<file path="config.mk">
export PLATFORM = sky130hd
export DESIGN_NAME = bus_arbiter
export DESIGN_NICKNAME = d
export VERILOG_FILES = /design/src/design/cft_bus_pkg.sv /design/src/design/bus_arbiter.sv
export SDC_FILE = /design/constraint.sdc
export NUM_CORES = 1
export LEC_CHECK = 0
export BUFFER_PORTS_ARGS = -buffer_cell sky130_fd_sc_hd__buf_4
export CAP_MARGIN = 20
export CORE_MARGIN = 10
export CORE_UTILIZATION = 31
export CTS_BUF_LIST = sky130_fd_sc_hd__clkbuf_8
export DETAILED_ROUTE_END_ITERATION = 12
export PLACE_DENSITY_LB_ADDON = 0.08
export SLEW_MARGIN = 5
export SYNTH_ARGS = -nofsm -noshare
export SYNTH_HDL_FRONTEND = slang
export SYNTH_SLANG_ARGS = --single-unit
</file>
<file path="constraint.sdc">
create_clock -name clk1 -period 1.4 [get_ports clk1]
set_input_delay 0.28 -clock clk1 [delete_from_list [all_inputs] [get_ports clk1]]
set_output_delay 0.28 -clock clk1 [all_outputs]
set_load 0.01 [all_outputs]
</file>
<file path="src/test/rom_image.hex">
// ROM image, one 16-bit hex word per line from offset 0
// Each word is its offset XOR A5C3, words past the list stay unloaded
A5C3
A5C2
A5C1
A5C0
A5C7
A5C6
A5C5
A5C4
A5CB
A5CA
A5C9
A5C8
A5CF
A5CE
A5CD
A5CC
A5D3
A5D2
A5D1
A5D0

</file>
<file path="src/design/cft_bus_pkg.sv">
/* Bus widths, address views and the request and reply records shared by the
   port queues, the arbiter and the memory card. Import it where these are used */

package cft_bus_pkg;

   //////////////////////////////////////////////////
   // Bus geometry
   //////////////////////////////////////////////////

   localparam int unsigned addr_w       = 24;             // Backplane address bus
   localparam int unsigned data_w       = 16;             // One bus word
   localparam int unsigned mem_aw       = 10;             // 1024 words per array in sim
   localparam int unsigned port_credits = 2;              // Queue depth and initial credits
   localparam int unsigned num_ports    = 2;              // Processor and DMA loader

   localparam int unsigned port_w  = (num_ports > 1) ? $clog2(num_ports) : 1;
   localparam int unsigned q_ptr_w = (port_credits > 1) ? $clog2(port_credits) : 1;
   localparam int unsigned q_cnt_w = $clog2(port_credits + 1);  // Holds 0..port_credits

   localparam string rom_file = "/design/src/test/rom_image.hex";     // ROM hex image

   // Floating bus reads back as pulled-up ones
   localparam logic [data_w-1:0] unmapped_data = '1;

   //////////////////////////////////////////////////
   // Address word
   //////////////////////////////////////////////////

   // Field split matching the board decoders
   typedef struct packed {
      logic        nbank_hi;                              // Bit 23, ROM decoder enable
      logic        nbank_mid;                             // Bit 22, low-bank decoder enable
      logic [2:0]  chip;                                  // Bits 21:19, decoder select
      logic [18:0] offset;                                // Word offset within a chip
   } bus_addr_fields_s;

   typedef union packed {
      logic [addr_w-1:0] raw;                             // Flat bus address
      bus_addr_fields_s  fields;                          // Decoder view
   } bus_addr_u;

   //////////////////////////////////////////////////
   // Transfers
   //////////////////////////////////////////////////

   typedef struct packed {
      logic              write;                           // 1 = write, 0 = read
      bus_addr_u         addr;
      logic [data_w-1:0] wdata;                           // Ignored on reads
   } bus_req_s;

   typedef struct packed {
      logic [port_w-1:0] port;                            // Port the read came from
      logic [data_w-1:0] rdata;
   } bus_rsp_s;

   // Request after arbitration, tagged with its source
   typedef struct packed {
      bus_req_s          req;
      logic [port_w-1:0] port;
   } card_req_s;

endpackage

</file>
<file path="src/design/bus_arbiter.sv">
/* Round-robin arbiter between the port queues. Forwards one head per cycle
   to the memory card and steers each read reply back to its own port */

`timescale 1ns/10ps

module bus_arbiter (
   input  logic                                         clk1,
   input  logic                                         rst_n,
   input  logic [cft_bus_pkg::num_ports-1:0]            head_valid,
   input  cft_bus_pkg::bus_req_s [cft_bus_pkg::num_ports-1:0] head,
   output logic [cft_bus_pkg::num_ports-1:0]            grant,
   output logic                                         card_valid,
   output cft_bus_pkg::card_req_s                       card_req,
   input  logic                                         rsp_valid,
   input  cft_bus_pkg::bus_rsp_s                        rsp,
   output logic [cft_bus_pkg::num_ports-1:0]            rd_valid,
   output logic [cft_bus_pkg::num_ports-1:0][cft_bus_pkg::data_w-1:0] rd_data
);
   import cft_bus_pkg::*;

   logic [port_w-1:0] rr_ptr;                             // Port with first claim
   logic [port_w-1:0] winner;
   logic              any_valid;

   //////////////////////////////////////////////////
   // Selection
   //////////////////////////////////////////////////

   // Scan from farthest to nearest so the port closest to rr_ptr wins
   always_comb begin
      int unsigned idx;
      any_valid = 1'b0;
      winner    = rr_ptr;
      for (int i = num_ports - 1; i >= 0; i--) begin
         idx = (int'(rr_ptr) + i) % num_ports;
         if (head_valid[idx]) begin
            winner    = port_w'(idx);
            any_valid = 1'b1;
         end
      end
   end

   always_comb begin
      grant = '0;
      if (any_valid)
         grant[winner] = 1'b1;                            // Also pops the queue head
   end

   assign card_valid    = any_valid;
   assign card_req.req  = head[winner];
   assign card_req.port = winner;                         // Tag for the reply path

   // Pointer moves one past the winner
   always_ff @(posedge clk1 or negedge rst_n) begin
      if (!rst_n)
         rr_ptr <= '0;                                    // Port 0 first after reset
      else if (any_valid)
         rr_ptr <= (winner == port_w'(num_ports - 1)) ? '0 : winner + 1'b1;
   end

   //////////////////////////////////////////////////
   // Reply demux
   //////////////////////////////////////////////////

   always_ff @(posedge clk1 or negedge rst_n) begin
      if (!rst_n)
         rd_valid <= '0;
      else
         for (int i = 0; i < num_ports; i++)
            rd_valid[i] <= rsp_valid && (rsp.port == port_w'(i));
   end

   always_ff @(posedge clk1) begin
      if (rsp_valid)
         rd_data[rsp.port] <= rsp.rdata;                  // Only the addressed port moves
   end

   a_grant_onehot: assert property (
      @(posedge clk1) disable iff (!rst_n) $onehot0(grant))
      else $error("more than one grant in a cycle");

endmodule

</file>
# Yosys cells after proc, flatten, opt, wreduce, memory -nomap -nowiden
# Cells that the tools add are included.
# Widths: inputs -> output; s select.
[op_classes] magnitude_cmp=6 n_addsub=2 bitwise_logic=1 n_reduce_logical=4 n_mux=17
[ops] cell="$mux 41" n=2
[ops] cell="$bwmux 32" n=1
[ops] cell="$demux 16 s1" n=1
[ops] cell="$mux 16" n=1
[ops] cell="$mux 1" n=10
[ops] cell="$lt 1x2->1 const B" n=4
[ops] cell="$logic_and 1x1->1" n=4
[ops] cell="$add 1x1->1 const B" n=2
[ops] cell="$ge 1x1->1 const B" n=2
[ops] cell="$mux 2" n=1
[ops] cell="$demux 1 s1" n=1
[ops] cell="$not 1->1" n=1
[word_totals] elab_cells=34 register_bits=35 output_inout_bits=79 in_bits=104

# Depth between registers and ports, before layout
[logic_depth] depth_word=10 mapped_depth=4 depth_no_buf=3

# Worst setup path after synthesis
# OpenSTA, ideal clock, no wires.
[synth_path] path_type="input port to flip-flop" from="input port rsp_valid" to="register rd_data[0] in the netlist's numbering (enable)" setup_ns=0.392 path_buffers=0 t_required_ns=1.008 cell_stages=1 path_slack_ns=-0.061 arrival_ns=1.069 cell_sequence="nor2b_1"
[synth_rtl] element="start: declaration" line="bus_arbiter.sv:14" text="input logic rsp_valid,"
[synth_rtl] element="end signal: indexed assignment" line="bus_arbiter.sv:75" text="rd_data[rsp.port] <= rsp.rdata;"
[synth_rtl] element="end: declaration" line="bus_arbiter.sv:17" text="output logic [cft_bus_pkg::num_ports-1:0][cft_bus_pkg::data_w-1:0] rd_data"
# No word-level cell between the ends.

==> reports/metrics.csv <==
stage,metric,value,unit
sta,Final Hold Fails,0,
power_and_ir_drop,Sequential Power Share,0.416,
synthesis,Mean Syn Cell Area,17.8,µm²
synthesis,xor-xnor portion of the synthesized cell area,0,
sta,post-route setup slack,-0.503,ns
synthesis,multiplexer area fraction after synthesis,0.285,
cts,CTS tree,yes,
routing,Antenna Nets Post-Route,0,
routing,Vias,1554,
floorplanning,chip height,92.3,µm
grt,met1 Use GR,0.153,
power_and_ir_drop,clock share of power,0.213,
floorplanning,Die Width,92.3,µm
synthesis,synthesized flop and latch total,35,
final_layout,Area Growth Syn to Fin,104,%
final_layout,# diodes,0,
grt,largest net degree at the start of global routing,11,
floorplanning,die area,8520,µm²
sta,final setup fails,43,
routing,drt first-iter violations,25,
status,failing checks,setup timing,
grt,vias in the first global route,1543,
grt,gr ovfl total,0,
sta,Slew @ Worst Pin,0.226,ns
place,gp weighted congestion,0.819,
grt,initial antenna violation count,0,
flow_run,Max Cap Viol,0,
sta,count of pins over their slew limit,0,
synthesis,Syn Nets,195,
power_and_ir_drop,VDD IR max,0.928,mV
routing,DR DRC count,0,
place,Detail Placement HPWL,6180,µm
cts,clock root buffer,clkbuf_8,
sta,Period minus WS final,1.90,ns
power_and_ir_drop,Power Internal,0.00224,W
worst_setup_path,WP data required,1.12,ns
synthesis,area of the mapped netlist,1620,µm²
floorplanning,Initial Util,0.319,
final_layout,Final nets,395,
synthesis,Cells after Synth,91,
final_layout,"leading cell type in the layout, fill and taps excluded",buf_4,
power_and_ir_drop,Net Sw Frac,0.247,
grt,GR Util met3,0.0767,
worst_setup_path,crit path capture,card_req[5],
routing,DRT Wirelength,7170,µm
routing,vias per std cell,4.29,
worst_setup_path,CP startpoint kind,flop,
worst_setup_path,Setup CP Type,flop to primary output,
worst_setup_path,Worst EP arrival,1.62,ns
sta,Worst Skew,0,ns
status,status,finished with violations,
place,PortBufs,182,
grt,Total GRT Usage,0.154,
worst_setup_path,Register-to-Register Path Depth,3,
power_and_ir_drop,Psw,0.000736,W
sta,RSZ-0062 raised after global routing,yes,
synthesis,"Seq/Total Area, Yosys",0.639,
cts,Num CTS Buffers,5,
floorplanning,core area,5070,µm²
worst_setup_path,Worst R2R Setup Slack,0.56,ns
cts,TritonCTS Sinks,35,
worst_setup_path,CP startpoint,rr_ptr,
cts,H-tree depth,2,
worst_setup_path,RR Startpoint,rr_ptr,
min_path,worst hold stages,1,
worst_setup_path,reg2reg end,rr_ptr,
final_layout,layout cells sized above 1,0.846,
final_layout,final instance area,3310,µm²
sta,Final period util,1.36,
sta,worst hold slack,0.185,ns
synthesis,Synth Area in Simple Gates,0.0216,
sta,Slew HR,0.849,
synthesis,Synth Area in Compound Gates,0.0193,
power_and_ir_drop,Combinational Power Share,0.371,
grt,met2 Resource Use GR,0.285,
synthesis,synth unique cells,15,
cts,clock-pin slew on the worst setup and hold paths,0.06,ns
min_path,HP Class,input port to flop,
floorplanning,Ports,183,
synthesis,main combinational cell family by area after synthesis,multiplexers,
synthesis,synthesis warning total,0,
cts,worst-skew pair later-pin latency,0.27,ns
final_layout,"commonest cells after routing, fill and taps aside","buf_4 (192), mux2_2 (37), edfxtp_1 (32)",
worst_setup_path,CP max FO,10,
synthesis,adder-cell share of the synthesized area,0,
grt,first-pass GRT wire length,10200,µm
power_and_ir_drop,Pleak,1.57,nW
grt,GRT Max-Usage Layer,met2,
floorplanning,Core Rows,26,
sta,Peak Freq,0.525,GHz
worst_setup_path,CP Capture Type,primary output,
routing,first-pass iteration count of the detailed router,4,
place,Post-Place Cell Area,3130,µm²
power_and_ir_drop,pwr dens,900,nW/µm²
cts,CTS max path bufs,2,
routing,drt wl/cell,19.8,µm
## critical path: stages, from the launching register on
cell and delay (ns):
dfrtp_1 0.38, nor2_2 0.06, o21ai_4 0.15, buf_4 0.16
buf_16 0.13, mux2_2 0.33, buf_4 0.14
## synthesized netlist by cell type, drive strengths merged
master  count  area share
mux2       41        0.28
edfxtp     32        0.59
buf         5       0.032
dfrtp       3       0.046
and2        2      0.0077
a21boi      1      0.0046
inv         1      0.0023
nand2       1      0.0023
nor2        1      0.0039
nor2b       1      0.0039
o21a        1      0.0046
o21ai       1       0.010
or2         1      0.0039
## cell type report
cell class / instances / area [µm²]
Clock inverter: 3 / 11.3
Fill cell: 428 / 1760
Sequential cell: 35 / 1040
Clock buffer: 5 / 68.8
Timing Repair Buffer: 198 / 1560
Tap cell: 70 / 87.6
Multi-Input combinational cell: 50 / 546
Inverter: 1 / 3.75
## sequential cells by signal (all words and copies together), names as in the netlist
name	count
rd_valid	2
rr_ptr	1
rd_data	32
## power groups by stage
stage | Combinational [W] | Sequential (W) | Clock (W)
finish | 0.00111 | 0.00124 | 0.000633
global route | 0.00117 | 0.00125 | 0.000699
CTS | 0.00112 | 0.00124 | 0.000659
detailed placement | 0.00103 | 0.00126 | 0
global placement | 0.00103 | 0.00126 | 0
floorplan | 0.000377 | 0.00130 | 0
## routing by layer
metal / share of wire / wire (µm) / vias up
met5: 0 / 0 / -
met4: 0.010 / 72 / 0
met3: 0.11 / 800 / 7
met2: 0.52 / 3750 / 98
met1: 0.36 / 2550 / 702
li1: - / - / 747
## logic make-up (layout without fill, tap and decap cells)
kind of cell,count (synthesis),after routing
mux,41,41
flops,35,35
compound gates,3,3
buf+inv,6,207
simple gates,6,6
## stage by stage
step           std cells  utilization  total power, W  setup slack (ns)  TNS, ns
2_1_floorplan         91            -         0.00168           -0.0502    -1.72
4_1_cts              362        0.652         0.00302            -0.513   -20.73
3_3_place_gp         347        0.616         0.00229            -0.203    -7.77
6_report             362        0.652         0.00298            -0.503   -20.41
3_5_place_dp         347        0.616         0.00230            -0.233    -8.72
5_1_grt              362        0.652         0.00312            -0.584   -23.66
## repair_timing
item,4_1_cts,5_1_grt
hold endpoints to repair,3,0
pin swaps,0,1
hold buffers,1,0
buffers inserted,4,0
endpoints found under the setup margin,43,44
resized for setup,4,1
cloned,2,0
## how the worst min path moves through the flow
stage | start | end | slack (ns)
5_1_grt | rsp[12] | rd_data[12] | 0.17
3_3_place_gp | rst_n | rr_ptr | 0.07
2_1_floorplan | rst_n | rd_valid[0] | -0.02
6_report | rsp[3] | rd_data[19] | 0.19
4_1_cts | rsp[8] | rd_data[24] | 0.18
3_5_place_dp | rst_n | rr_ptr | 0.07
Power figures use the tool's default switching activity.
