`config.mk`:
```
export PLATFORM = sky130hd
export DESIGN_NAME = bus_port_queue
export DESIGN_NICKNAME = d
export VERILOG_FILES = /design/src/design/cft_bus_pkg.sv /design/src/design/bus_port_queue.sv
export SDC_FILE = /design/constraint.sdc
export NUM_CORES = 1
export LEC_CHECK = 0
export BUFFER_PORTS_ARGS = -buffer_cell sky130_fd_sc_hd__buf_2
export CELL_PAD_IN_SITES_DETAIL_PLACEMENT = 1
export CELL_PAD_IN_SITES_GLOBAL_PLACEMENT = 1
export CORE_ASPECT_RATIO = 0.8
export CORE_MARGIN = 2
export CORE_UTILIZATION = 45
export CTS_BUF_LIST = sky130_fd_sc_hd__clkbuf_16
export DETAILED_ROUTE_END_ITERATION = 7
export PLACE_DENSITY = 0.89
export SLEW_MARGIN = 20
export SYNTH_ARGS = -nofsm -noshare
export SYNTH_HDL_FRONTEND = slang
export SYNTH_SLANG_ARGS = --single-unit
```
`constraint.sdc`:
```
create_clock -name clk1 -period 7 [get_ports clk1]
set_clock_uncertainty 0.05 [all_clocks]
set_input_delay 0.35 -clock clk1 [delete_from_list [all_inputs] [get_ports clk1]]
set_output_delay 0.35 -clock clk1 [all_outputs]
set_load 0.005 [all_outputs]
```
`src/test/rom_image.hex`:
```
// ROM image, one 16-bit hex word per line from offset 0
// Each word is its offset XOR A5C3, words past the list stay unloaded
A5C3
A5C2
A5C1
A5C0
A5C7
A5C6
A5C5
A5C4
A5CB
A5CA
A5C9
A5C8
A5CF
A5CE
A5CD
A5CC
A5D3
A5D2
A5D1
A5D0

```
`src/design/cft_bus_pkg.sv`:
```
/* Bus widths, address views and the request and reply records shared by the
   port queues, the arbiter and the memory card. Import it where these are used */

package cft_bus_pkg;

   //////////////////////////////////////////////////
   // Bus geometry
   //////////////////////////////////////////////////

   localparam int unsigned addr_w       = 24;             // Backplane address bus
   localparam int unsigned data_w       = 16;             // One bus word
   localparam int unsigned mem_aw       = 10;             // 1024 words per array in sim
   localparam int unsigned port_credits = 2;              // Queue depth and initial credits
   localparam int unsigned num_ports    = 2;              // Processor and DMA loader

   localparam int unsigned port_w  = (num_ports > 1) ? $clog2(num_ports) : 1;
   localparam int unsigned q_ptr_w = (port_credits > 1) ? $clog2(port_credits) : 1;
   localparam int unsigned q_cnt_w = $clog2(port_credits + 1);  // Holds 0..port_credits

   localparam string rom_file = "/design/src/test/rom_image.hex";     // ROM hex image

   // Floating bus reads back as pulled-up ones
   localparam logic [data_w-1:0] unmapped_data = '1;

   //////////////////////////////////////////////////
   // Address word
   //////////////////////////////////////////////////

   // Field split matching the board decoders
   typedef struct packed {
      logic        nbank_hi;                              // Bit 23, ROM decoder enable
      logic        nbank_mid;                             // Bit 22, low-bank decoder enable
      logic [2:0]  chip;                                  // Bits 21:19, decoder select
      logic [18:0] offset;                                // Word offset within a chip
   } bus_addr_fields_s;

   typedef union packed {
      logic [addr_w-1:0] raw;                             // Flat bus address
      bus_addr_fields_s  fields;                          // Decoder view
   } bus_addr_u;

   //////////////////////////////////////////////////
   // Transfers
   //////////////////////////////////////////////////

   typedef struct packed {
      logic              write;                           // 1 = write, 0 = read
      bus_addr_u         addr;
      logic [data_w-1:0] wdata;                           // Ignored on reads
   } bus_req_s;

   typedef struct packed {
      logic [port_w-1:0] port;                            // Port the read came from
      logic [data_w-1:0] rdata;
   } bus_rsp_s;

   // Request after arbitration, tagged with its source
   typedef struct packed {
      bus_req_s          req;
      logic [port_w-1:0] port;
   } card_req_s;

endpackage

```
`src/design/bus_port_queue.sv`:
```
/* Request queue for one bus master. Entries are pushed under credit flow
   control and popped by the arbiter grant, which also returns the credit */

`timescale 1ns/10ps

module bus_port_queue (
   input  logic                  clk1,
   input  logic                  rst_n,
   input  logic                  req_valid,
   input  cft_bus_pkg::bus_req_s req,
   output logic                  head_valid,
   output cft_bus_pkg::bus_req_s head,
   input  logic                  grant,
   output logic                  credit_ret
);
   import cft_bus_pkg::*;

   bus_req_s            entry [port_credits];            // Queue storage
   logic [q_ptr_w-1:0]  wr_ptr;
   logic [q_ptr_w-1:0]  rd_ptr;
   logic [q_cnt_w-1:0]  count;                            // Occupancy
   logic                full;
   logic                push;
   logic                pop;

   assign full       = (count == q_cnt_w'(port_credits));
   assign head_valid = (count != '0);
   assign head       = entry[rd_ptr];                     // Head is visible right after push
   assign push       = req_valid && !full;                // Overrun never lands in storage
   assign pop        = grant && head_valid;
   assign credit_ret = pop;                               // One credit per freed entry

   // Pointers and occupancy
   always_ff @(posedge clk1 or negedge rst_n) begin
      if (!rst_n) begin
         wr_ptr <= '0;
         rd_ptr <= '0;
         count  <= '0;
      end else begin
         if (push)
            wr_ptr <= (wr_ptr == q_ptr_w'(port_credits - 1)) ? '0 : wr_ptr + 1'b1;
         if (pop)
            rd_ptr <= (rd_ptr == q_ptr_w'(port_credits - 1)) ? '0 : rd_ptr + 1'b1;
         case ({push, pop})
            2'b10:   count <= count + 1'b1;               // Push only
            2'b01:   count <= count - 1'b1;               // Pop only
            default: count <= count;                      // Both or neither
         endcase
      end
   end

   // Payload store
   always_ff @(posedge clk1) begin
      if (push)
         entry[wr_ptr] <= req;
   end

   //////////////////////////////////////////////////
   // Protocol checks
   //////////////////////////////////////////////////

   // Master must hold a credit, so a full queue never sees a push
   a_credit_overrun: assert property (
      @(posedge clk1) disable iff (!rst_n) req_valid |-> !full)
      else $error("queue push while full (credit overrun)");

   // Arbiter only grants a queue that shows a head
   a_grant_empty: assert property (
      @(posedge clk1) disable iff (!rst_n) grant |-> head_valid)
      else $error("grant to empty queue");

endmodule

```
Yosys cells after proc, flatten, opt, wreduce, memory -nomap -nowiden:

Memories as Yosys holds them, arrays and structs flattened.
Index checks and enable logic that the tools add are counted.

* add/subtract/negate cells: 4
* muxes and demuxes: 5
* reductions and logical operators: 5
* equality and inequality tests: 3

Operators with widths (count)
* $eq 2x2->1 const B: 2
* $mux 1: 4
* $pmux 2 s2: 1
* $reduce_bool 2->1: 2
* $add 1x1->1 const B: 2
* $add 2x1->2 const B: 1
* $eq 2x1->1 const B: 1
* $logic_and 1x1->1: 2
* $sub 2x1->2 const B: 1
* $logic_not 1->1: 1

* output and inout port bits: 43
* flip-flop bits (word level): 4
* bits in writable memories: 82
* memories kept: 1
* logic and storage cells: 21

Memory list
* entry: depth 2, width 41, rd ports 1, clocked after Yosys merged registers in 0, wr ports 1, RTL line bus_port_queue.sv:18 `bus_req_s entry [port_credits];`

Longest topological paths before layout:

Gate-level depths: netlist of run 1.

* depth in word-level cells: 5
* depth in mapped cells: 6
* depth with buffers taken out: 6

Worst setup path after synthesis of run 1:

OpenSTA, ideal clock, no wires.

* path kind: register to register
* start: register count[1]
* end: memory entry[0][0] (netlist name), enable pin
* data required time: 6.511 ns
* library setup time: 0.439 ns
* buffers on the path: 0
* setup slack: 4.234 ns
* period minus slack after synthesis: 2.766 ns
* stages on the path, launching flop included: 4
* arrival: 2.277 ns
* cell sequence: dfrtp_1 > inv_1 > o21ai_2 > nor2_1

* cells in the longest elaborated chain, start to end: 5

Ends and longest elaborated chain
* start, declared: RTL line bus_port_queue.sv:21 `logic [q_cnt_w-1:0] count;`
* start signal, assigned: RTL line bus_port_queue.sv:45 `2'b10: count <= count + 1'b1;`
* start signal, assigned: RTL line bus_port_queue.sv:46 `2'b01: count <= count - 1'b1;`
* start signal, assigned: RTL line bus_port_queue.sv:47 `default: count <= count;`
* $eq 2x2->1: RTL line bus_port_queue.sv:26 `assign full = (count == q_cnt_w'(port_credits));`
* $logic_not 1->1: RTL line bus_port_queue.sv:29 `assign push = req_valid && !full;`
* $logic_and 1x1->1: RTL line bus_port_queue.sv:29
* $mux 1: RTL line bus_port_queue.sv:54 `if (push)`
* $mux 1 (not written as such): RTL line bus_port_queue.sv:55 `entry[wr_ptr] <= req;`
* end, declared: RTL line bus_port_queue.sv:18

No other way between the ends.

==> metrics.md, run 1 <==
| Metric | Value |
|---|---|
| Most used flip-flop cell after synthesis | `sky130_fd_sc_hd__edfxtp_1` |
| Global-route met3 utilization | `5.594%` |
| Via count of the routed design | `1625` |
| Remaining number of nets flagged by the antenna check after routing | `0` |
| Routed wirelength normalized by instance count | `around 18 um` |
| Final Net Count | `290` |
| Run status | `completed` |
| Fraction of final layout cells sized beyond drive strength 1 | `roughly three fifths` |
| I/O pin cnt | `88` |
| Transition at the pin with the smallest max-transition slack | `0.5770 ns` |
| Number of placement rows | `28` |
| Clock transition at the registers of the reported paths | `around 0.060 ns` |
| Ys async rst share | `4.651%` |
| Met1 track utilization from global routing | `roughly a fifth` |
| Count of inserted antenna diode cells | `0` |
| Number of flip-flops and latches in the synthesized netlist | `86` |
| Biggest cell delay along the critical path | `0.71 ns` |
| Number of warnings printed during yosys synthesis | `0` |
| Top cells by instance count after synthesis | `82 x sky130_fd_sc_hd__edfxtp_1, 39 x sky130_fd_sc_hd__mux2_4, 5 x sky130_fd_sc_hd__buf_6` |
| Post-CTS sizing | `0` |
| Die span in y | `about 81 um` |
| First-pass GRT wire length | `roughly 9200 um` |
| Seq/Total Area, Yosys | `between 70% and 80%` |
| Number of clock buffers inserted by TritonCTS | `9` |
| Avg Cell Area, Syn | `approximately 23 um^2` |
| Unrepaired setup endpoints after global routing | `false` |
| Worst hold stages | `1` |
| Relative slew margins | `61.44%` |
| Highest fanout seen on the critical path | `26` |
| Number of DRC markers after the initial detailed-route iteration | `46` |
| Number of cells on the worst reg-to-reg path | `5` |
| Count of port buffers added during placement | `87` |
| Fin util | `about three fifths` |
| Kind of start point of the critical path | `register` |
| Die outline area | `8122 um^2` |
| Starting utilization of the core area | `45.78%` |
| CTS sink count | `86` |
| Final period demand of the worst path | `2.461 ns` |
| Arrival @ worst endpoint | `2.06 ns` |
| Pin count of the biggest net entering global routing | `27` |
| Gr usage total | `15.49%` |
| Number of distinct library cells after synthesis | `13` |
| Syn Inst Count | `146` |
| Final period utilization | `35.16%` |
| Cell-by-cell trace of the critical path | `buf_4 -> mux2_1 -> buf_2` |
| Worst-Skew Late Latency | `between 0.3 and 0.4 ns` |
| Top post-synthesis cells by area | `sky130_fd_sc_hd__edfxtp_1 74%, sky130_fd_sc_hd__mux2_4 18%, sky130_fd_sc_hd__dfrtp_1 3.0%` |
| H-Tree Level Count | `3` |
| Busiest grt layer | `met2` |
| Number of max-slew violations in the final report | `0` |
| Area growth from synthesis to layout | `27.68%` |
| Via density per instance | `4.808` |
| Logic depth of the worst setup path including buffers | `3` |
| Initial antenna violation count | `0` |
| Worst path bufs/invs | `2` |
| Clock tree from TritonCTS | `yes` |
| Setup TNS | `0 ns` |
| Final RePlAce weighted congestion | `~0.75` |
| Met2 capacity usage during global routing | `25.44%` |
| Root buffer selected by CTS | `sky130_fd_sc_hd__clkbuf_16` |
| Max-cap violations | `0` |
| Max Root-Sink Buffers | `2` |
| Upper clock frequency limit | `around 400 MHz` |
| First-pass DRT Iterations | `4` |
| Largest area contributor in the synthesized netlist | `sky130_fd_sc_hd__edfxtp_1` |
| Hold crit path type | `primary input to register` |
| Post-detailed-route DRC marker count | `0` |
| Congestion Overflow GR | `0` |
| DP HPWL | `4225 um` |
| Horizontal die dimension | `roughly 100 um` |
| Most numerous cell in the Yosys netlist | `sky130_fd_sc_hd__edfxtp_1` |
| Final count of hold timing violations | `0` |
| Std-Cell Core Area | `7287 um^2` |
| Aggregate routed wire length | `6021 um` |
| Data required time of the critical path | `6.60 ns` |
| Power Density | `around 430 nW/um^2` |
| Worst setup path category | `register to output port` |
| Kind of end point of the critical path | `output port` |
| Critical Path Slowest Stage Cell | `sky130_fd_sc_hd__dfrtp_2` |
| CP top delay family | `flip-flops` |
| P_leak | `1.722 nW` |
| Top cell type's share of synthesized area | `73.82%` |
| Via count of the first global-routing pass | `1724` |
| Number of flops mapped to enable cells by yosys | `82` |
| Maximum vdd drop | `0.0001770 V` |
| Number of nets in the synthesized netlist | `192` |
| Final setup fails | `0` |
| Synth Cell Area | `3336 um^2` |
## per-layer routing
layer	share of wire (%)	up-vias
met2	49	57
met3	7.0	6
met5	0	-
li1	-	761
met4	0.76	0
met1	44	801
## layout by cell type (no fill, tap or decap), drive strengths merged
cell	count
buf	91
clkinv	1
clkbuf	9
mux2	41
edfxtp	82
clkinvlp	1
xnor2	4
bufinv	3
nor2	3
and2	1
or2	1
ha	1
inv	3
o21ai	1
xor2	1
dfrtp	4
dlygate4sd3	1
## through the flow
| stage | hold slack (ns) | total power, mW | std cells | instance area (um^2) | setup slack (ns) |
|---|---|---|---|---|---|
| finish | 0.1622 | 1.834 | 338 | 4259 | 4.539 |
| global route | 0.1474 | 1.926 | 338 | 4259 | 4.406 |
| floorplan | 0.004409 | 1.129 | 146 | 3336 | 4.234 |
| global placement | 0.1133 | 1.276 | 319 | 3851 | 4.882 |
| CTS | 0.1532 | 1.863 | 338 | 4259 | 4.483 |
| detailed placement | 0.1117 | 1.327 | 322 | 3914 | 4.841 |
## what timing repair did
item	4_1_cts	5_1_grt
hold buffers	1	0
setup buffers	0	0
hold endpoints to repair	4	0
## report_power, final
group          internal [mW]  leakage (nW)  switching (mW)
Sequential             0.705         0.807          0.0639
Clock                  0.346         0.160           0.183
Combinational          0.307         0.756           0.228
## cells by family (layout without fill, tap and decap cells)
| family | count (synthesis) | after routing | share of synthesized area (%) |
|---|---|---|---|
| multiplexers | 41 | 41 | 18.23 |
| buffers and inverters | 7 | 109 | 1.913 |
| AND/OR/NAND/NOR | 5 | 5 | 0.8628 |
| AO/OA/AOI/OAI | 1 | 1 | 0.2626 |
| adder cells (fa/ha/maj) | 1 | 1 | 0.3750 |
| XOR/XNOR | 5 | 5 | 1.538 |
| flip-flops | 86 | 86 | 76.82 |
## sequential cells by signal, summed over array words and instances, names as in the netlist
register,cells
entry,82
count,2
wr_ptr,1
rd_ptr,1
## worst reg2reg max path: cells and delay by family, from the launching register on
family                 cells  cell delay, ns
AO/OA/AOI/OAI              1            0.14
flip-flops                 1            0.38
buffers and inverters      3            0.49
AND/OR/NAND/NOR            1            0.44
## path summary, 6_finish.rpt
path,end,slack (ns),startpoint
max,head[18],4.54,rd_ptr
min,entry[0][17],0.16,req[17]
max reg2reg,entry[0][19],5.21,count[1]
min reg2reg,count[0],0.51,count[0]
max in group asynchronous,rd_ptr,6.43,rst_n
min in group asynchronous,wr_ptr,0.33,rst_n
## layout make-up
type / instances / area (um^2)
flip-flops and latches: 86 / 2564
clock buffers: 9 / 225.2
multi-input cells: 53 / 724.4
fillers: 643 / 3028
inverters: 2 / 7.507
repair buffers: 92 / 515.5
well taps: 90 / 112.6
clock inverters: 6 / 110.1
Power figures use the tool's default switching activity.
==> inputs of run 2 (changes only) <==
Settings changed: CORE_UTILIZATION 45 to 44, PLACE_DENSITY 0.89 to 0.88.
Clock period 7 ns to 2.29 ns, I/O delays scaled along.
==> metrics.md, run 2 (synthesis results as in run 1) <==
| Metric | Value |
|---|---|
| Count of placed standard cells including taps | `322 (unchanged)` |
| Relative slew margins | `67.28% (+5.8 points)` |
| Switching component of the power | `1.517 mW (+220%)` |
| Arrival @ worst endpoint | `1.77 ns (-0.29 ns)` |
| Number of placement rows | `28 (unchanged)` |
| Via count of the routed design | `1813 (+12%)` |
| Most common cell after layout, fill and taps aside | `sky130_fd_sc_hd__buf_2` |
| Max-cap violations | `0 (unchanged)` |
| Switching part of the total | `27.53% (+1.6 points)` |
| Final Net Count | `331 (+14%)` |
| Buffers inserted during post-CTS setup optimization | `0 (unchanged)` |
| Std-Cell Core Area | `7357 um^2 (+0.96%)` |
| H-Tree Level Count | `3 (unchanged)` |
| Remaining number of nets flagged by the antenna check after routing | `0 (unchanged)` |
| Worst-Skew Late Latency | `0.33 ns (about the same)` |
| Fraction of power consumed by sequential logic | `42.3% (+0.4 points)` |
| Upper clock frequency limit | `515.8 MHz` |
| Final count of hold timing violations | `0 (unchanged)` |
| Congestion Overflow GR | `0 (unchanged)` |
| Total Power | `5.511 mW (+200%)` |
| Clock transition at the registers of the reported paths | `0.06 ns (about the same)` |
| P_int | `3.994 mW (+190%)` |
| CTS sink count | `86 (unchanged)` |
| I/O pin cnt | `88 (unchanged)` |
| Max Root-Sink Buffers | `2 (unchanged)` |
| Final period demand of the worst path | `1.939 ns` |
| Hold crit path type | `primary input to register` |
| Number of max-slew violations in the final report | `0 (unchanged)` |
| Via count of the first global-routing pass | `1968 (+14%)` |
| Area growth from synthesis to layout | `38.82%` |
| Highest fanout seen on the critical path | `12 (-54%)` |
| Number of DRC markers after the initial detailed-route iteration | `55 (+20%)` |
| Final setup fails | `0 (unchanged)` |
| Post-detailed-route DRC marker count | `0 (unchanged)` |
| DP HPWL | `4479 um (+6.0%)` |
| Transition at the pin with the smallest max-transition slack | `0.4896 ns (-0.08738 ns)` |
| Horizontal die dimension | `101.3 um (+1.1%)` |
| Run status | `completed` |
| Count of port buffers added during placement | `87 (unchanged)` |
| Number of clock buffers inserted by TritonCTS | `9 (unchanged)` |
| Placed cell area | `3911 um^2 (about the same)` |
| Routed wirelength normalized by instance count | `18.51 um (+3.9%)` |
| Initial antenna violation count | `0 (unchanged)` |
| Area used by sequential logic in the layout | `2564 um^2 (unchanged)` |
| Root buffer selected by CTS | `sky130_fd_sc_hd__clkbuf_16` |
| Final period utilization | `~85%` |
| Starting utilization of the core area | `45.34% (-0.44 points)` |
| Hold_ws | `0.05435 ns (-0.1078 ns)` |
| Most used cells in the layout excluding fill and tap cells | `87 x sky130_fd_sc_hd__buf_2, 82 x sky130_fd_sc_hd__edfxtp_1, 42 x sky130_fd_sc_hd__dlygate4sd3_1` |
| Kind of start point of the critical path | `register` |
| Fraction of final layout cells sized beyond drive strength 1 | `52.41% (-8.5 points)` |
| P_leak | `1.868 nW (+8.5%)` |
| Clock tree from TritonCTS | `yes` |
| First-pass GRT wire length | `10470 um (+14%)` |
| Combinational cell fraction of total power | `31.6% (+2.4 points)` |
| Top flop regs | `entry (82), count (2)` |
| Area of the multi-input gates | `724.4 um^2 (unchanged)` |
| Via density per instance | `4.771 (-0.76%)` |
| Unrepaired setup endpoints after global routing | `false` |
| Count of inserted antenna diode cells | `0 (unchanged)` |
| Clock power frac | `26.1% (-2.8 points)` |
| Setup TNS | `0 ns (unchanged)` |
| Final standard cell count with taps included and fillers excluded | `380 (+12%)` |
| Aggregate routed wire length | `7034 um (+17%)` |
| Number of flip-flops under the largest register name | `82 (unchanged)` |
| Power Density | `1190 nW/um^2 (+180%)` |
| Worst setup path category | `register to output port` |
| Data required time of the critical path | `2.13 ns (-4.47 ns)` |
| Post-route cell area | `4631 um^2 (+8.7%)` |
| Pin count of the biggest net entering global routing | `28 (+3.7%)` |
| Die outline area | `8298 um^2 (+2.2%)` |
| Die span in y | `81.88 um (+1.1%)` |
| Final RePlAce weighted congestion | `0.6278 (-16%)` |
| Number of inserted filler cells in the final layout | `660 (+2.6%)` |
| Register name with the most flops | `entry` |
| Kind of end point of the critical path | `output port` |
| Maximum vdd drop | `0.0005303 V (+200%)` |
| Gr usage total | `18.04% (+2.5 points)` |
| First-pass DRT Iterations | `4 (unchanged)` |
[run 2: cell types whose count changed in the layout (fill, tap and decap cells not counted), sizes merged]
cell	previous run	this run
bufinv	3	1
clkinv	1	2
clkinvlp	1	3
dlygate4sd3	1	42
[run 2: layout make-up]
cell class              count  share of cell area (%)
repair buffers            133                   19.94
multi-input cells          53                   15.64
well taps                  90                   2.432
clock buffers               9                   4.864
flip-flops and latches     86                   55.36
clock inverters             7                   1.594
inverters                   2                  0.1621
[run 2: worst paths after layout]
check	startpoint	end	slack, ns	cells after the start
setup / recovery	rd_ptr	head[18]	0.35	3
hold / removal	grant	rd_ptr	0.05	3
setup reg to reg	count[1]	entry[1][37]	0.62	4
hold reg to reg	wr_ptr	wr_ptr	0.51	1
max in group asynchronous	rst_n	rd_ptr	1.97	2
min in group asynchronous	rst_n	rd_ptr	0.07	2
[run 2: per-layer routing]
metal,part of all wire [%],global-route usage (%),up-vias
met5,0,0,-
met4,2.1,8.108,0
met3,4.6,5.362,14
met2,55,32.52,63
met1,38,19.83,893
li1,-,-,843
[run 2: what timing repair did]
action	in CTS	in global routing
gates resized for setup	0	0
hold buffers	42	0
endpoints found under the hold margin	86	0
[run 2: per-stage QoR]
stage / utilization, % / setup slack, ns
floorplan: - / -0.4764
global placement: 53.16 / 0.6671
detailed placement: 53.16 / 0.5929
CTS: 62.94 / 0.3148
global route: 62.94 / 0.2657
finish: 62.94 / 0.3512
[run 2: critical path: stages, from the launching register on]
cell and delay [ns]:
sky130_fd_sc_hd__dfrtp_2 0.61, sky130_fd_sc_hd__buf_4 0.32, sky130_fd_sc_hd__mux2_1 0.36, sky130_fd_sc_hd__buf_2 0.13
[run 2: power groups by stage]
stage / Combinational (mW) / Sequential, mW / Clock [mW]
floorplan: 1.17 / 2.28 / 0
global placement: 1.65 / 2.33 / 0
detailed placement: 1.70 / 2.37 / 0
CTS: 1.77 / 2.34 / 1.48
global route: 1.90 / 2.37 / 1.52
finish: 1.74 / 2.33 / 1.44
==> inputs of run 3 (changes only) <==
Clock period 2.29 ns to 2 ns, I/O delays scaled along.
==> metrics.md, run 3 (synthesis results as in run 1) <==
| Metric | Value |
|---|---|
| Fraction of final layout cells sized beyond drive strength 1 | `52.05% (-0.36 points)` |
| Clock tree from TritonCTS | `yes` |
| Root buffer selected by CTS | `sky130_fd_sc_hd__clkbuf_16` |
| Register name with the most flops | `entry` |
| CTS sink count | `86 (unchanged)` |
| Arrival @ worst endpoint | `1.69 ns (-0.08 ns)` |
| Aggregate routed wire length | `6684 um (-5.0%)` |
| First-pass GRT wire length | `10100 um (-3.6%)` |
| Unrepaired setup endpoints after global routing | `false` |
| Number of DRC markers after the initial detailed-route iteration | `35 (-36%)` |
| Final count of hold timing violations | `0 (unchanged)` |
| Worst setup path category | `register to output port` |
| Final Net Count | `333 (+0.60%)` |
| Starting utilization of the core area | `45.34% (unchanged)` |
| Horizontal die dimension | `101.3 um (unchanged)` |
| Final setup fails | `0 (unchanged)` |
| Max-cap violations | `0 (unchanged)` |
| Clock transition at the registers of the reported paths | `0.06 ns (about the same)` |
| Congestion Overflow GR | `0 (unchanged)` |
| Hold crit path type | `primary input to async pin` |
| Upper clock frequency limit | `542.8 MHz` |
| Routed wirelength normalized by instance count | `17.50 um (-5.5%)` |
| Kind of end point of the critical path | `output port` |
| I/O pin cnt | `88 (unchanged)` |
| H-Tree Level Count | `3 (unchanged)` |
| Relative slew margins | `74.13% (+6.8 points)` |
| Maximum vdd drop | `0.0007770 V (+47%)` |
| Worst-Skew Late Latency | `0.33 ns (about the same)` |
| Post-detailed-route DRC marker count | `0 (unchanged)` |
| Count of inserted antenna diode cells | `0 (unchanged)` |
| Final period demand of the worst path | `1.842 ns` |
| Most common cell after layout, fill and taps aside | `sky130_fd_sc_hd__buf_2` |
| Via count of the first global-routing pass | `2008 (+2.0%)` |
| Number of clock buffers inserted by TritonCTS | `9 (unchanged)` |
| Via count of the routed design | `1830 (+0.94%)` |
| Number of max-slew violations in the final report | `0 (unchanged)` |
| Count of port buffers added during placement | `87 (unchanged)` |
| Post-CTS sizing | `0 (unchanged)` |
| Highest fanout seen on the critical path | `25 (+13)` |
| Run status | `completed` |
| Pin count of the biggest net entering global routing | `26 (-7.1%)` |
| Setup WS pre-CTS | `0.4405 ns (-0.1524 ns)` |
| Gr usage total | `16.77% (-1.3 points)` |
| Top flop regs | `entry (82), count (2)` |
| Max Root-Sink Buffers | `2 (unchanged)` |
| Power Density | `1351 nW/um^2 (+14%)` |
| Most used cells in the layout excluding fill and tap cells | `87 x sky130_fd_sc_hd__buf_2, 82 x sky130_fd_sc_hd__edfxtp_1, 42 x sky130_fd_sc_hd__dlygate4sd3_1` |
| P_leak | `1.881 nW (+0.71%)` |
| Std-Cell Core Area | `7357 um^2 (unchanged)` |
| Number of flip-flops under the largest register name | `82 (unchanged)` |
| Final RePlAce weighted congestion | `0.6624 (+5.5%)` |
| Fin util | `62.60% (-0.34 points)` |
| Kind of start point of the critical path | `register` |
| Data required time of the critical path | `1.85 ns (-0.28 ns)` |
| Remaining number of nets flagged by the antenna check after routing | `0 (unchanged)` |
| First-pass DRT Iterations | `5 (+1)` |
| Transition at the pin with the smallest max-transition slack | `0.3880 ns (-0.1016 ns)` |
| Die span in y | `81.88 um (unchanged)` |
| Post-route worst setup slack | `0.1578 ns (-0.1934 ns)` |
| Die outline area | `8298 um^2 (unchanged)` |
| Area growth from synthesis to layout | `38.07%` |
| Final period utilization | `92.11%` |
| Initial antenna violation count | `0 (unchanged)` |
| Worst Setup SP | `rd_ptr` |
| DP HPWL | `4179 um (-6.7%)` |
| Via density per instance | `4.791 (+0.41%)` |
| Worst r2r src | `count[0]` |
| Number of placement rows | `28 (unchanged)` |
[run 3: where the power goes]
| part | switching, mW | leakage (nW) | internal (mW) |
|---|---|---|---|
| sequential | 0.182 | 0.807 | 2.47 |
| clock | 0.628 | 0.145 | 0.949 |
| combinational | 0.877 | 0.930 | 1.12 |
| total | 1.69 | 1.88 | 4.54 |
[run 3: repair_timing]
item,4_1_cts,5_1_grt
buffers inserted,0,0
endpoints found under the setup margin,0,0
endpoints found under the hold margin,86,0
hold buffers,42,0
[run 3: layout make-up]
class                   instances  area [um^2]
fillers                       647         2751
flip-flops and latches         86         2564
repair buffers                135        913.4
multi-input cells              53        724.4
clock buffers                   9        225.2
well taps                      90        112.6
clock inverters                 7        58.81
inverters                       2        7.507
[run 3: worst paths after layout]
path | endpoint | slack, ns | depth (start not counted)
setup reg to reg | count[1] | 0.44 | 5
setup / recovery | head[18] | 0.16 | 3
min in group clk1 | rd_ptr | 0.04 | 3
hold / removal | count[1] | 0.04 | 2
hold reg to reg | wr_ptr | 0.51 | 1
max in group asynchronous | rd_ptr | 1.73 | 2
[run 3: worst max-delay path, stage by stage (launching register included)]
cell and delay, ns:
sky130_fd_sc_hd__dfrtp_2 0.56, sky130_fd_sc_hd__buf_12 0.26, sky130_fd_sc_hd__mux2_1 0.38, sky130_fd_sc_hd__buf_2 0.14
[run 3: stage by stage]
stage                     total power, mW  area (um^2)  hold WS [ns]  std cells  setup TNS, ns
after CTS                           6.299         4606       0.03829        382              0
after global routing                6.514         4606       0.05612        382              0
after floorplan                     3.949         3341       -0.2456        146         -7.259
after global placement              4.557         3901       -0.1379        324              0
after detailed placement            4.637         3901       -0.1379        324              0
final                               6.223         4606       0.04085        382              0
[run 3: per-layer routing]
layer  GRT usage, %  share of wire, %  vias up
li1               -                 -      845
met1          19.21                41      908
met2          30.00                52       70
met3          5.021               6.1        7
met4          6.081               1.0        0
met5              0                 0        -
